`src/cu_macros.svh`:
```
`ifndef CU_MACROS_SVH
`define CU_MACROS_SVH

// job descriptor counts
`define CU_VERTEX_BITS 32
`define CU_EDGE_BITS 32

// command address and data line payload
`define CU_ADDR_BITS 64
`define CU_DATA_BITS 64

// compute-unit id carried on every line and command
`define CU_TAG_BITS 8

// configuration word, also mirrored out as status
`define CU_CONFIG_BITS 64

// tag value owned by the vertex-job client
`define CU_VERTEX_CONTROL_ID 0

`endif

```
`src/cu_pkg.sv`:
```
`default_nettype none

`include "cu_macros.svh"

package cu_pkg;

	// job descriptor, valid once the host has written it
	typedef struct packed {
		logic                       valid;
		logic [`CU_VERTEX_BITS-1:0] num_vertices;
		logic [`CU_EDGE_BITS-1:0]   num_edges;
	} cu_job_t;

	// read response and read/write data lanes
	typedef struct packed {
		logic                     valid;
		logic [`CU_TAG_BITS-1:0]  tag;
		logic [`CU_DATA_BITS-1:0] payload;
	} cu_line_t;

	// read or write command toward the memory side
	typedef struct packed {
		logic                     valid;
		logic [`CU_TAG_BITS-1:0]  tag;
		logic [`CU_ADDR_BITS-1:0] address;
	} cu_cmd_t;

	// buffer occupancy flags
	typedef struct packed {
		logic almost_full;
		logic empty;
	} cu_status_t;

	// totals handed back with done
	typedef struct packed {
		logic [`CU_VERTEX_BITS-1:0] vertex_total;
		logic [`CU_EDGE_BITS-1:0]   edge_total;
	} cu_return_t;

endpackage

`default_nettype wire

```
`src/cu_command_output.sv`:
```
`default_nettype none
`timescale 1ns/1ps

module cu_command_output (
	input  logic               clock,
	input  logic               rstn,
	input  logic               cu_ready,
	input  cu_pkg::cu_status_t write_status,
	input  logic               write_request,
	input  cu_pkg::cu_cmd_t    granted_cmd,
	input  cu_pkg::cu_cmd_t    write_cmd,
	input  cu_pkg::cu_line_t   write_data_0_in,
	input  cu_pkg::cu_line_t   write_data_1_in,
	output logic               write_grant,
	output cu_pkg::cu_cmd_t    read_command,
	output cu_pkg::cu_cmd_t    write_command,
	output cu_pkg::cu_line_t   write_data_0,
	output cu_pkg::cu_line_t   write_data_1
);

	import cu_pkg::*;

	logic     read_valid;
	logic     write_valid;
	logic     data_0_valid;
	logic     data_1_valid;
	cu_cmd_t  read_q;
	cu_cmd_t  write_q;
	cu_line_t data_0_q;
	cu_line_t data_1_q;

	always_ff @(posedge clock or negedge rstn) begin
		if (!rstn) begin
			write_grant  <= 1'b0;
			read_valid   <= 1'b0;
			write_valid  <= 1'b0;
			data_0_valid <= 1'b0;
			data_1_valid <= 1'b0;
		end else begin
			// held off while the write buffer is almost full
			write_grant  <= cu_ready && write_request && !write_status.almost_full;
			read_valid   <= cu_ready && granted_cmd.valid;
			write_valid  <= cu_ready && write_cmd.valid;
			data_0_valid <= cu_ready && write_data_0_in.valid;
			data_1_valid <= cu_ready && write_data_1_in.valid;
		end
	end

	always_ff @(posedge clock) begin
		read_q   <= granted_cmd;
		write_q  <= write_cmd;
		data_0_q <= write_data_0_in;
		data_1_q <= write_data_1_in;
	end

	assign read_command  = '{valid: read_valid, tag: read_q.tag, address: read_q.address};
	assign write_command = '{valid: write_valid, tag: write_q.tag, address: write_q.address};
	assign write_data_0  = '{valid: data_0_valid, tag: data_0_q.tag, payload: data_0_q.payload};
	assign write_data_1  = '{valid: data_1_valid, tag: data_1_q.tag, payload: data_1_q.payload};

endmodule

`default_nettype wire

```
`src/cu_control.sv`:
```
`default_nettype none
`timescale 1ns/1ps

`include "cu_macros.svh"

module cu_control (
	input  logic                       clock,
	input  logic                       rstn,
	input  logic                       enable,
	input  logic [`CU_CONFIG_BITS-1:0] config_word,
	input  cu_pkg::cu_job_t            job,
	input  cu_pkg::cu_status_t         read_status,
	input  cu_pkg::cu_status_t         write_status,
	input  cu_pkg::cu_line_t           response,
	input  cu_pkg::cu_line_t           data_0,
	input  cu_pkg::cu_line_t           data_1,
	input  logic                       vertex_request,
	input  logic                       algorithm_request,
	input  cu_pkg::cu_cmd_t            vertex_cmd,
	input  cu_pkg::cu_cmd_t            algorithm_cmd,
	input  logic                       write_request,
	input  cu_pkg::cu_cmd_t            write_cmd,
	input  cu_pkg::cu_line_t           write_data_0_in,
	input  cu_pkg::cu_line_t           write_data_1_in,
	input  logic [`CU_VERTEX_BITS-1:0] vertex_done_count,
	input  logic [`CU_VERTEX_BITS-1:0] filtered_count,
	input  logic [`CU_EDGE_BITS-1:0]   edge_done_count,
	output logic                       cu_ready,
	output cu_pkg::cu_line_t           response_vertex,
	output cu_pkg::cu_line_t           response_algorithm,
	output cu_pkg::cu_line_t           data_0_vertex,
	output cu_pkg::cu_line_t           data_0_algorithm,
	output cu_pkg::cu_line_t           data_1_vertex,
	output cu_pkg::cu_line_t           data_1_algorithm,
	output logic                       vertex_ready,
	output logic                       algorithm_ready,
	output logic                       write_grant,
	output cu_pkg::cu_cmd_t            read_command,
	output cu_pkg::cu_cmd_t            write_command,
	output cu_pkg::cu_line_t           write_data_0,
	output cu_pkg::cu_line_t           write_data_1,
	output cu_pkg::cu_return_t         cu_return,
	output logic                       done,
	output logic [`CU_CONFIG_BITS-1:0] cu_status
);

	import cu_pkg::*;

	logic                       enabled;
	logic [`CU_CONFIG_BITS-1:0] config_latched;
	cu_job_t                    job_latched;
	cu_status_t                 read_status_latched;
	cu_status_t                 write_status_latched;
	cu_line_t                   response_latched;
	cu_line_t                   data_0_latched;
	cu_line_t                   data_1_latched;
	cu_cmd_t                    granted_cmd;

	////////////////////
	// inbound

	cu_input_stage input_stage (
		.clock               (clock),
		.rstn                (rstn),
		.enable              (enable),
		.config_word         (config_word),
		.job                 (job),
		.read_status         (read_status),
		.write_status        (write_status),
		.response            (response),
		.data_0              (data_0),
		.data_1              (data_1),
		.enabled             (enabled),
		.cu_ready            (cu_ready),
		.config_latched      (config_latched),
		.job_latched         (job_latched),
		.read_status_latched (read_status_latched),
		.write_status_latched(write_status_latched),
		.response_latched    (response_latched),
		.data_0_latched      (data_0_latched),
		.data_1_latched      (data_1_latched)
	);

	// one router per tagged lane
	cu_response_router router_response (
		.clock         (clock),
		.rstn          (rstn),
		.enabled       (enabled),
		.line          (response_latched),
		.vertex_line   (response_vertex),
		.algorithm_line(response_algorithm)
	);

	cu_response_router router_data_0 (
		.clock         (clock),
		.rstn          (rstn),
		.enabled       (enabled),
		.line          (data_0_latched),
		.vertex_line   (data_0_vertex),
		.algorithm_line(data_0_algorithm)
	);

	cu_response_router router_data_1 (
		.clock         (clock),
		.rstn          (rstn),
		.enabled       (enabled),
		.line          (data_1_latched),
		.vertex_line   (data_1_vertex),
		.algorithm_line(data_1_algorithm)
	);

	////////////////////
	// outbound commands

	cu_read_arbiter read_arbiter (
		.clock            (clock),
		.rstn             (rstn),
		.cu_ready         (cu_ready),
		.read_status      (read_status_latched),
		.vertex_request   (vertex_request),
		.algorithm_request(algorithm_request),
		.vertex_cmd       (vertex_cmd),
		.algorithm_cmd    (algorithm_cmd),
		.vertex_ready     (vertex_ready),
		.algorithm_ready  (algorithm_ready),
		.granted_cmd      (granted_cmd)
	);

	cu_command_output command_output (
		.clock          (clock),
		.rstn           (rstn),
		.cu_ready       (cu_ready),
		.write_status   (write_status_latched),
		.write_request  (write_request),
		.granted_cmd    (granted_cmd),
		.write_cmd      (write_cmd),
		.write_data_0_in(write_data_0_in),
		.write_data_1_in(write_data_1_in),
		.write_grant    (write_grant),
		.read_command   (read_command),
		.write_command  (write_command),
		.write_data_0   (write_data_0),
		.write_data_1   (write_data_1)
	);

	////////////////////
	// completion

	cu_job_tracker job_tracker (
		.clock            (clock),
		.rstn             (rstn),
		.enabled          (enabled),
		.cu_ready         (cu_ready),
		.job_latched      (job_latched),
		.config_latched   (config_latched),
		.vertex_done_count(vertex_done_count),
		.filtered_count   (filtered_count),
		.edge_done_count  (edge_done_count),
		.cu_return        (cu_return),
		.done             (done),
		.status           (cu_status)
	);

endmodule

`default_nettype wire

```
`src/cu_input_stage.sv`:
```
`default_nettype none
`timescale 1ns/1ps

`include "cu_macros.svh"

module cu_input_stage (
	input  logic                       clock,
	input  logic                       rstn,
	input  logic                       enable,
	input  logic [`CU_CONFIG_BITS-1:0] config_word,
	input  cu_pkg::cu_job_t            job,
	input  cu_pkg::cu_status_t         read_status,
	input  cu_pkg::cu_status_t         write_status,
	input  cu_pkg::cu_line_t           response,
	input  cu_pkg::cu_line_t           data_0,
	input  cu_pkg::cu_line_t           data_1,
	output logic                       enabled,
	output logic                       cu_ready,
	output logic [`CU_CONFIG_BITS-1:0] config_latched,
	output cu_pkg::cu_job_t            job_latched,
	output cu_pkg::cu_status_t         read_status_latched,
	output cu_pkg::cu_status_t         write_status_latched,
	output cu_pkg::cu_line_t           response_latched,
	output cu_pkg::cu_line_t           data_0_latched,
	output cu_pkg::cu_line_t           data_1_latched
);

	always_ff @(posedge clock or negedge rstn) begin
		if (!rstn) begin
			enabled              <= 1'b0;
			config_latched       <= '0;
			job_latched          <= '0;
			read_status_latched  <= '{almost_full: 1'b0, empty: 1'b1};
			write_status_latched <= '{almost_full: 1'b0, empty: 1'b1};
			response_latched     <= '0;
			data_0_latched       <= '0;
			data_1_latched       <= '0;
		end else begin
			enabled <= enable;
			// inbound pulses are dropped while disabled
			response_latched <= response;
			data_0_latched   <= data_0;
			data_1_latched   <= data_1;
			response_latched.valid <= enabled && response.valid;
			data_0_latched.valid   <= enabled && data_0.valid;
			data_1_latched.valid   <= enabled && data_1.valid;
			if (enabled) begin
				job_latched          <= job;
				read_status_latched  <= read_status;
				write_status_latched <= write_status;
				// a zero word means no new configuration
				if (|config_word)
					config_latched <= config_word;
			end
		end
	end

	assign cu_ready = (|config_latched) && job_latched.valid;

endmodule

`default_nettype wire

```
`src/cu_job_tracker.sv`:
```
`default_nettype none
`timescale 1ns/1ps

`include "cu_macros.svh"

module cu_job_tracker (
	input  logic                       clock,
	input  logic                       rstn,
	input  logic                       enabled,
	input  logic                       cu_ready,
	input  cu_pkg::cu_job_t            job_latched,
	input  logic [`CU_CONFIG_BITS-1:0] config_latched,
	input  logic [`CU_VERTEX_BITS-1:0] vertex_done_count,
	input  logic [`CU_VERTEX_BITS-1:0] filtered_count,
	input  logic [`CU_EDGE_BITS-1:0]   edge_done_count,
	output cu_pkg::cu_return_t         cu_return,
	output logic                       done,
	output logic [`CU_CONFIG_BITS-1:0] status
);

	import cu_pkg::*;

	logic [`CU_VERTEX_BITS-1:0] vertex_done_q;
	logic [`CU_VERTEX_BITS-1:0] filtered_q;
	logic [`CU_EDGE_BITS-1:0]   edge_done_q;
	logic [`CU_VERTEX_BITS-1:0] vertex_total;
	logic [`CU_EDGE_BITS-1:0]   edge_total;
	logic                       totals_match;
	cu_return_t                 return_q;

	////////////////////
	// count pipeline

	always_ff @(posedge clock or negedge rstn) begin
		if (!rstn) begin
			vertex_done_q <= '0;
			filtered_q    <= '0;
			edge_done_q   <= '0;
			vertex_total  <= '0;
			edge_total    <= '0;
			totals_match  <= 1'b0;
			return_q      <= '0;
		end else if (cu_ready) begin
			vertex_done_q <= vertex_done_count;
			filtered_q    <= filtered_count;
			edge_done_q   <= edge_done_count;
			// zero-degree vertices count as processed
			vertex_total  <= vertex_done_q + filtered_q;
			edge_total    <= edge_done_q;
			totals_match  <= job_latched.valid &&
				(vertex_total == job_latched.num_vertices) &&
				(edge_total == job_latched.num_edges);
			return_q      <= '{vertex_total: vertex_total, edge_total: edge_total};
		end
	end

	////////////////////
	// outputs

	always_ff @(posedge clock or negedge rstn) begin
		if (!rstn) begin
			cu_return <= '0;
			done      <= 1'b0;
			status    <= '0;
		end else if (enabled) begin
			cu_return <= return_q;
			done      <= totals_match;
			status    <= config_latched;
		end
	end

endmodule

`default_nettype wire

```
`src/cu_read_arbiter.sv`:
```
`default_nettype none
`timescale 1ns/1ps

module cu_read_arbiter (
	input  logic               clock,
	input  logic               rstn,
	input  logic               cu_ready,
	input  cu_pkg::cu_status_t read_status,
	input  logic               vertex_request,
	input  logic               algorithm_request,
	input  cu_pkg::cu_cmd_t    vertex_cmd,
	input  cu_pkg::cu_cmd_t    algorithm_cmd,
	output logic               vertex_ready,
	output logic               algorithm_ready,
	output cu_pkg::cu_cmd_t    granted_cmd
);

	import cu_pkg::*;

	logic    grant_open;
	logic    grant_vertex;
	logic    grant_algorithm;
	// high when the algorithm side won last
	logic    last_algorithm;
	logic    cmd_valid;
	cu_cmd_t winner_q;

	////////////////////
	// grant decision

	assign grant_open = cu_ready && !read_status.almost_full;

	always_comb begin
		grant_vertex    = 1'b0;
		grant_algorithm = 1'b0;
		if (grant_open) begin
			if (vertex_request && algorithm_request) begin
				// last served loses the tie
				grant_vertex    = last_algorithm;
				grant_algorithm = !last_algorithm;
			end else begin
				grant_vertex    = vertex_request;
				grant_algorithm = algorithm_request;
			end
		end
	end

	assign vertex_ready    = grant_vertex;
	assign algorithm_ready = grant_algorithm;

	////////////////////
	// pointer and command register

	always_ff @(posedge clock or negedge rstn) begin
		if (!rstn) begin
			last_algorithm <= 1'b1;
			cmd_valid      <= 1'b0;
		end else begin
			cmd_valid <= grant_vertex || grant_algorithm;
			if (grant_vertex || grant_algorithm)
				last_algorithm <= grant_algorithm;
		end
	end

	always_ff @(posedge clock) begin
		winner_q <= grant_algorithm ? algorithm_cmd : vertex_cmd;
	end

	assign granted_cmd = '{valid: cmd_valid, tag: winner_q.tag, address: winner_q.address};

endmodule

`default_nettype wire

```
`src/cu_response_router.sv`:
```
`default_nettype none
`timescale 1ns/1ps

`include "cu_macros.svh"

module cu_response_router (
	input  logic             clock,
	input  logic             rstn,
	input  logic             enabled,
	input  cu_pkg::cu_line_t line,
	output cu_pkg::cu_line_t vertex_line,
	output cu_pkg::cu_line_t algorithm_line
);

	import cu_pkg::*;

	logic     vertex_valid;
	logic     algorithm_valid;
	logic     to_vertex;
	cu_line_t line_q;

	// tag decode
	assign to_vertex = (line.tag == `CU_TAG_BITS'(`CU_VERTEX_CONTROL_ID));

	always_ff @(posedge clock or negedge rstn) begin
		if (!rstn) begin
			vertex_valid    <= 1'b0;
			algorithm_valid <= 1'b0;
		end else begin
			vertex_valid    <= enabled && line.valid && to_vertex;
			algorithm_valid <= enabled && line.valid && !to_vertex;
		end
	end

	// tag and payload go to both sides, only one valid
	always_ff @(posedge clock) begin
		line_q <= line;
	end

	assign vertex_line = '{
		valid:   vertex_valid,
		tag:     line_q.tag,
		payload: line_q.payload
	};

	assign algorithm_line = '{
		valid:   algorithm_valid,
		tag:     line_q.tag,
		payload: line_q.payload
	};

endmodule

`default_nettype wire
```
`config.mk`:
```
export PLATFORM = sky130hd
export DESIGN_NAME = cu_control
export DESIGN_NICKNAME = d
export VERILOG_FILES = /design/src/cu_pkg.sv /design/src/cu_command_output.sv /design/src/cu_control.sv /design/src/cu_input_stage.sv /design/src/cu_job_tracker.sv /design/src/cu_read_arbiter.sv /design/src/cu_response_router.sv
export VERILOG_INCLUDE_DIRS = /design/src /design/src/src
export SDC_FILE = /design/constraint.sdc
export NUM_CORES = 1
export LEC_CHECK = 0
export BUFFER_PORTS_ARGS = -buffer_cell sky130_fd_sc_hd__buf_4
export CORE_AREA = 4 4 661 663
export CTS_BUF_LIST = sky130_fd_sc_hd__clkbuf_4
export DETAILED_ROUTE_END_ITERATION = 6
export DIE_AREA = 0 0 665 667
export HOLD_SLACK_MARGIN = 0.15
export SETUP_SLACK_MARGIN = 0.3
export SYNTH_ARGS = -nofsm -noshare
export SYNTH_HDL_FRONTEND = slang
export SYNTH_SLANG_ARGS = --single-unit
export TNS_END_PERCENT = 1
```
`constraint.sdc`:
```
create_clock -name clock -period 5.3 [get_ports clock]
set_input_delay 1.59 -clock clock [delete_from_list [all_inputs] [get_ports clock]]
set_output_delay 1.59 -clock clock [all_outputs]
set_load 0.05 [all_outputs]
```
==> impl_metrics.ini, run 1 <==
[critical_path]
critPathCaptureType = primary output
cp-start-kind = flop
path_buf_inv = 1
r2r-start = input_stage.config_latched[18]
cpMaxStageDelayCell = or4_4
r2r_end = job_tracker.vertex_total[16]
slowest_delay_ps = 630
crit_chain = nor4_2, nand4_1, or4_4, nand2_8, nor2_4, and3_4, buf_8
cp.arrival_ps = 3480
rr_worst_depth = 11
cp_max_fo = 5
critical_path_class = reg -> out
reg2reg_slack_ps = 1900
required_ps = 3710
crit_family = simple AND/OR/NAND/NOR gates

[grt]
grt_max_degree = 122
grt_first_pass_wirelength_mm = 279
overflow = 0
antenna_found_initial = 95
grt_pass1_vias = 30900
track_usage_pct = 9.32

[sta]
rsz0062_at_grt = yes
setup_slack_ps = 229
fin_crit_ps = 5070
skew_ps = 185
maxSlewViolCount = 0
period_share_pct = 95.7
relSlewSlack_pct = 24.1
finalSetupViolations = 0
worst_pin_slew_ps = 1130
hold_viol = 0
fmax_mhz = 197
whs_ps = 282
totalNegativeSetupSlack_ps = 0

[floorplanning]
die_h_um = 667
core_area_um2 = 430000
fp-row-count = 241
initial_core_util_pct = 9.51
die_w_um = 665
dieArea_um2 = 444000
io_pins = 1682

[finish]
final_util_pct = 15.6
fillCellCount = 47700
drive_above_1_share_pct = 56.5
final_area_um2 = 67100
final_net_count = 5559
syn2layout_area_growth_pct = 64.1
fin_cells = 10700

[synth]
ys_ff_latch = 1294
yosysUniqueCellTypes = 55
async_flop_share_pct = 55.5
synthesis.area_um2 = 40900
synth_edf_count = 0
syn-num-nets = 3442
postSynth.topFlopCell = dfrtp_1
yosysWarningCount = 0
syn_avg_cell_area_um2 = 15.8
syn_inst = 2591
seq_area_frac_synth_pct = 72.1

[hold_path]
worstHoldPathType = reg -> reg
hp-start = input_stage.data_1_latched[15]
hold_path_depth = 0
hold_end = router_data_1.algorithm_line[15]

[clock_tree]
cts.sinks = 1294
cts_tree = yes
clk_latency_ps = 1300
root_buffer = clkbuf_4
clkTransAtPathRegs_ps = 70
h-tree-depth = 5
cts-buffers-inserted = 352
clockBufferDepth = 4

[pwr]
max-vdd-ir-drop_mv = 0.273
p_per_area_nw_per_um2 = 420
p_leak_nw = 29.2
power_mw = 28.2

[outcome]
outcome = complete, no violations

[route]
totalWireLength_mm = 219
drc = 0
drt_iter0_markers = 1229
avgViaCountPerCell = 2.74
firstDrtPassIters = 4
drtAntennaViolNets = 0
vias = 29400
wl_per_cell_um = 20.4

[flow_run]
cap_violations = 0

[placed_design]
place_worst_setup_slack_ps = 965
place.gp.congestion = 0.842
dp.cells = 9718
place_area_um2 = 59000
hpwl_mm = 179
portBuffers = 1677
[synthesized netlist by cell type, types with 3 or more instances]
| cell | instances | area (um2) |
|---|---|---|
| dfrtp_1 | 717 | 17900 |
| dfxtp_1 | 576 | 11500 |
| mux2_2 | 457 | 5150 |
| buf_4 | 227 | 1700 |
| xnor2_1 | 78 | 683 |
| mux2_4 | 69 | 1040 |
| nand2_1 | 69 | 259 |
| nor4_1 | 43 | 269 |
| a21oi_1 | 42 | 210 |
| o21ai_0 | 41 | 205 |
| clkbuf_1 | 34 | 128 |
| nand4_1 | 32 | 200 |
| ha_1 | 31 | 388 |
| nor2_1 | 25 | 93.8 |
| buf_2 | 16 | 80.1 |
| buf_6 | 14 | 158 |
| xor2_1 | 14 | 123 |
| a21o_1 | 9 | 67.6 |
| and3_1 | 9 | 56.3 |
| buf_1 | 8 | 30.0 |
| nand3_1 | 8 | 40.0 |
| and2_1 | 6 | 37.5 |
| o21a_1 | 6 | 45.0 |
| a31oi_1 | 5 | 31.3 |
| nor3_1 | 5 | 25.0 |
| o211ai_1 | 5 | 37.5 |
| a41oi_1 | 4 | 35.0 |
| inv_1 | 4 | 15.0 |
| nor2b_1 | 4 | 25.0 |
| nand2b_1 | 3 | 18.8 |
| o221ai_1 | 3 | 26.3 |
| o31ai_1 | 3 | 22.5 |
[worst max path at each step]
stage               cells after the start               to  slack, ps                            from
global route                            7  algorithm_ready        -80  input_stage.config_latched[35]
detailed placement                      7  algorithm_ready        970  input_stage.config_latched[53]
finish                                  7  algorithm_ready        230  input_stage.config_latched[18]
global placement                        7  algorithm_ready        970  input_stage.config_latched[53]
CTS                                     7  algorithm_ready       -140  input_stage.config_latched[35]
floorplan                               4  algorithm_ready       1550                  vertex_request
[layer usage]
| metal | share of wire, % | track usage, % |
|---|---|---|
| met3 | 8.9 | 3.59 |
| met5 | 0.10 | 0 |
| met1 | 35 | 9.51 |
| met2 | 53 | 17.2 |
| met4 | 3.5 | 3.25 |
[layout make-up]
type	instances	area [um2]	area share [%]
Sequential cell	1294	29500	44.0
Timing Repair Buffer	2062	16500	24.5
Multi-Input combinational cell	993	9400	14.0
Tap cell	5710	7140	10.6
Clock buffer	501	3760	5.60
Clock inverter	138	747	1.11
Antenna cell	22	55.1	0.0820
Inverter	5	31.3	0.0466
[sequential cells by signal, summed over array words and instances (netlist names), 64 cells and up]
signal,count
command_output.write_command,72
input_stage.response_latched,73
command_output.read_command,72
command_output.write_data_0,72
input_stage.job_latched,65
input_stage.data_0_latched,73
job_tracker.return_q,64
job_tracker.status,64
router_response.algorithm_line,72
router_data_0.algorithm_line,72
input_stage.config_latched,64
read_arbiter.granted_cmd,72
command_output.write_data_1,72
router_data_1.algorithm_line,72
input_stage.data_1_latched,73
job_tracker.cu_return,64
[timing repair]
item / 4_1_cts / 5_1_grt
endpoints found under the setup margin: 3 / 3
setup buffers: 4 / 0
hold buffers: 342 / 0
pin swaps: 6 / 0
hold endpoints to repair: 379 / 0
cloned: 0 / 0
resized for setup: 16 / 3
[cell usage in the layout (no fill, tap or decap), types with 5 or more instances in the layout]
cell and count:
buf_12 9, nand3_1 8, a31oi_1 5, a21o_1 9
nor4_1 34, clkinv_2 26, and2_1 6, mux2_4 69
clkinv_1 85, nand4_1 32, inv_6 10, dfrtp_1 716
clkinvlp_4 5, nor4_2 7, dlygate4sd3_1 342, dfxtp_1 576
nand2_1 69, and3_1 9, ha_1 31, diode_2 22
buf_4 1708, o21a_1 6, a21oi_1 42, xor2_1 14
clkbuf_4 501, o21ai_0 40, o211ai_1 5, nor3_1 5
mux2_2 457, nor2_1 25, xnor2_1 76
[where the power goes]
| part | internal (mW) | total (mW) | switching (mW) |
|---|---|---|---|
| sequential | 11.1 | 12.0 | 0.940 |
| clock | 4.52 | 9.11 | 4.59 |
| combinational | 2.56 | 7.08 | 4.52 |
| total | 18.1 | 28.2 | 10.0 |
[kinds of logic after synthesis]
family	share of synthesized area, %
buffers and inverters	5.18
muxes	15.1
adders and majority gates	0.997
xor gates and xnor gates	1.97
AOI/OAI and AO/OA	1.94
DFF	72.1
and+or+nand+nor	2.68
Note: power is estimated with default switching activity, not from simulation.
==> run 2: changes to the inputs <==
--- a/config.mk
+++ b/config.mk
@@ -7,10 +7,10 @@
 export NUM_CORES = 1
 export LEC_CHECK = 0
 export BUFFER_PORTS_ARGS = -buffer_cell sky130_fd_sc_hd__buf_4
-export CORE_AREA = 4 4 661 663
+export CORE_AREA = 4 4 656 658
 export CTS_BUF_LIST = sky130_fd_sc_hd__clkbuf_4
 export DETAILED_ROUTE_END_ITERATION = 6
-export DIE_AREA = 0 0 665 667
+export DIE_AREA = 0 0 660 662
 export HOLD_SLACK_MARGIN = 0.15
 export SETUP_SLACK_MARGIN = 0.3
 export SYNTH_ARGS = -nofsm -noshare
==> run 2 against run 1 <==
Compared with the run above:
- clock skew is 42 ps lower
- count of clock-buffer cells in the layout is 31 higher
- critical endpoint unchanged
- wire length is 0.28% lower
- final cell count is 0.84% higher
- worst setup slack worse by 65 ps
- total power is 2.3% higher
- via count is 2.8% higher
- die area is 1.5% lower
- non-clock buffer count is 103 higher
- worst hold slack worse by 25 ps
- first-iteration DRC count is 13% higher
- highest routed layer unchanged
==> impl_metrics.ini, run 2 (synthesized netlist as in run 1, its figures left out) <==
[pwr]
power_mw = 28.8
p_seq_share_pct = 41.6
p_per_area_nw_per_um2 = 421
p_int_mw = 18.8
p_leak_nw = 29.8
clock_power_share_pct = 34.0
max-vdd-ir-drop_mv = 0.338
switchingPower_mw = 10.0
swShare_pct = 34.7
comb_power_share_pct = 24.4

[sta]
fmax_mhz = 195
hold_viol = 0
skew_ps = 143
rsz0062_at_grt = yes
maxSlewViolCount = 0
totalNegativeSetupSlack_ps = 0
relSlewSlack_pct = 30.9
period_share_pct = 96.9
fin_crit_ps = 5140
setup_slack_ps = 165
worst_pin_slew_ps = 1030
finalSetupViolations = 0
whs_ps = 257

[hold_path]
hold_end = router_response.algorithm_line[35]
hp-start = input_stage.response_latched[35]
hold_path_depth = 0
worstHoldPathType = reg -> reg

[critical_path]
startpoint = input_stage.config_latched[53]
crit_chain = nor4_2, nand4_1, or4_4, nand2_8, nor2_4, and3_4, buf_8
required_ps = 3710
cp.arrival_ps = 3550
r2r_end = job_tracker.vertex_total[28]
r2r-start = input_stage.config_latched[53]
cpMaxStageDelayCell = or4_4
critPathCaptureType = primary output
critical_path_class = reg -> out
reg2reg_slack_ps = 2080
slowest_delay_ps = 660
rr_worst_depth = 10
cp-start-kind = flop
cp_max_fo = 4

[flow_run]
cap_violations = 0

[finish]
fillCellCount = 46700
multi_input_area_um2 = 9430
drive_above_1_share_pct = 56.0
final_cell_mix = 1710 x buf_4, 716 x dfrtp_1, 576 x dfxtp_1, 532 x clkbuf_4, 457 x mux2_2
syn2layout_area_growth_pct = 67.5
regArea_um2 = 29500
fin_cells = 10800
final_util_pct = 16.2
final_area_um2 = 68500
largestRegisters = input_stage.data_0_latched: 73 flops, input_stage.data_1_latched: 73 flops, input_stage.response_latched: 73 flops
layout.cells.most_common = buf_4
final_net_count = 5667

[floorplanning]
fp-row-count = 239
io_pins = 1682
die_h_um = 662
die_w_um = 660
initial_core_util_pct = 9.65
core_area_um2 = 424000
dieArea_um2 = 437000

[route]
drt_iter0_markers = 1383
avgViaCountPerCell = 2.80
drtAntennaViolNets = 0
firstDrtPassIters = 4
totalWireLength_mm = 218
drc = 0
vias = 30200
wl_per_cell_um = 20.2

[clock_tree]
h-tree-depth = 5
clockBufferDepth = 4
cts_tree = yes
clkTransAtPathRegs_ps = 70
clk_latency_ps = 1320
root_buffer = clkbuf_4
cts.sinks = 1294
cts-buffers-inserted = 357

[outcome]
outcome = complete, no violations

[grt]
grt_first_pass_wirelength_mm = 278
overflow = 0
grt_pass1_vias = 31900
antenna_found_initial = 138
track_usage_pct = 9.40
grt_max_degree = 119

[placed_design]
portBuffers = 1677
place_worst_setup_slack_ps = 881
place.gp.congestion = 0.844
dp.cells = 9671
hpwl_mm = 177
place_area_um2 = 58900
==> run 2: layout make-up <==
type,instances,share of cell area (%)
repair buffers,2165,25.5
multi-input cells,993,13.8
clock inverters,117,1.27
inverters,5,0.0384
flip-flops and latches,1294,43.1
well taps,5663,10.3
clock buffers,532,5.83
diodes,46,0.168
==> run 2: per-layer routing <==
metal | GRT usage, % | wire length [um]
met5 | 0 | 506
met4 | 3.94 | 8650
met3 | 3.63 | 19300
met2 | 17.1 | 115000
met1 | 9.50 | 75000
==> run 2: power by group through the flow <==
stage	registers, mW	logic [mW]	clock network (mW)
after floorplan	13.6	2.22	0
after global placement	12.2	6.94	0
after detailed placement	12.2	6.97	0
after CTS	12.0	7.31	10.3
after global routing	12.1	7.46	10.8
final	12.0	7.05	9.80
==> run 2: worst max path at each step <==
stage	endpoint	cells past startpoint
finish	algorithm_ready	7
CTS	algorithm_ready	7
global route	algorithm_ready	7
detailed placement	algorithm_ready	7
floorplan	algorithm_ready	4
global placement	algorithm_ready	7
==> run 2: critical path: cells and delay by family (launching register included) <==
kind | cells | cell delay [ps]
AND/OR/NAND/NOR | 6 | 1570
flip-flops | 1 | 400
buffers and inverters | 1 | 230
==> run 2: what timing repair did <==
action / CTS / global route
setup buffers: 6 / 0
endpoints found under the setup margin: 3 / 3
hold buffers: 443 / 0
resized for setup: 17 / 4
endpoints found under the hold margin: 469 / 0
pin swaps: 8 / 2
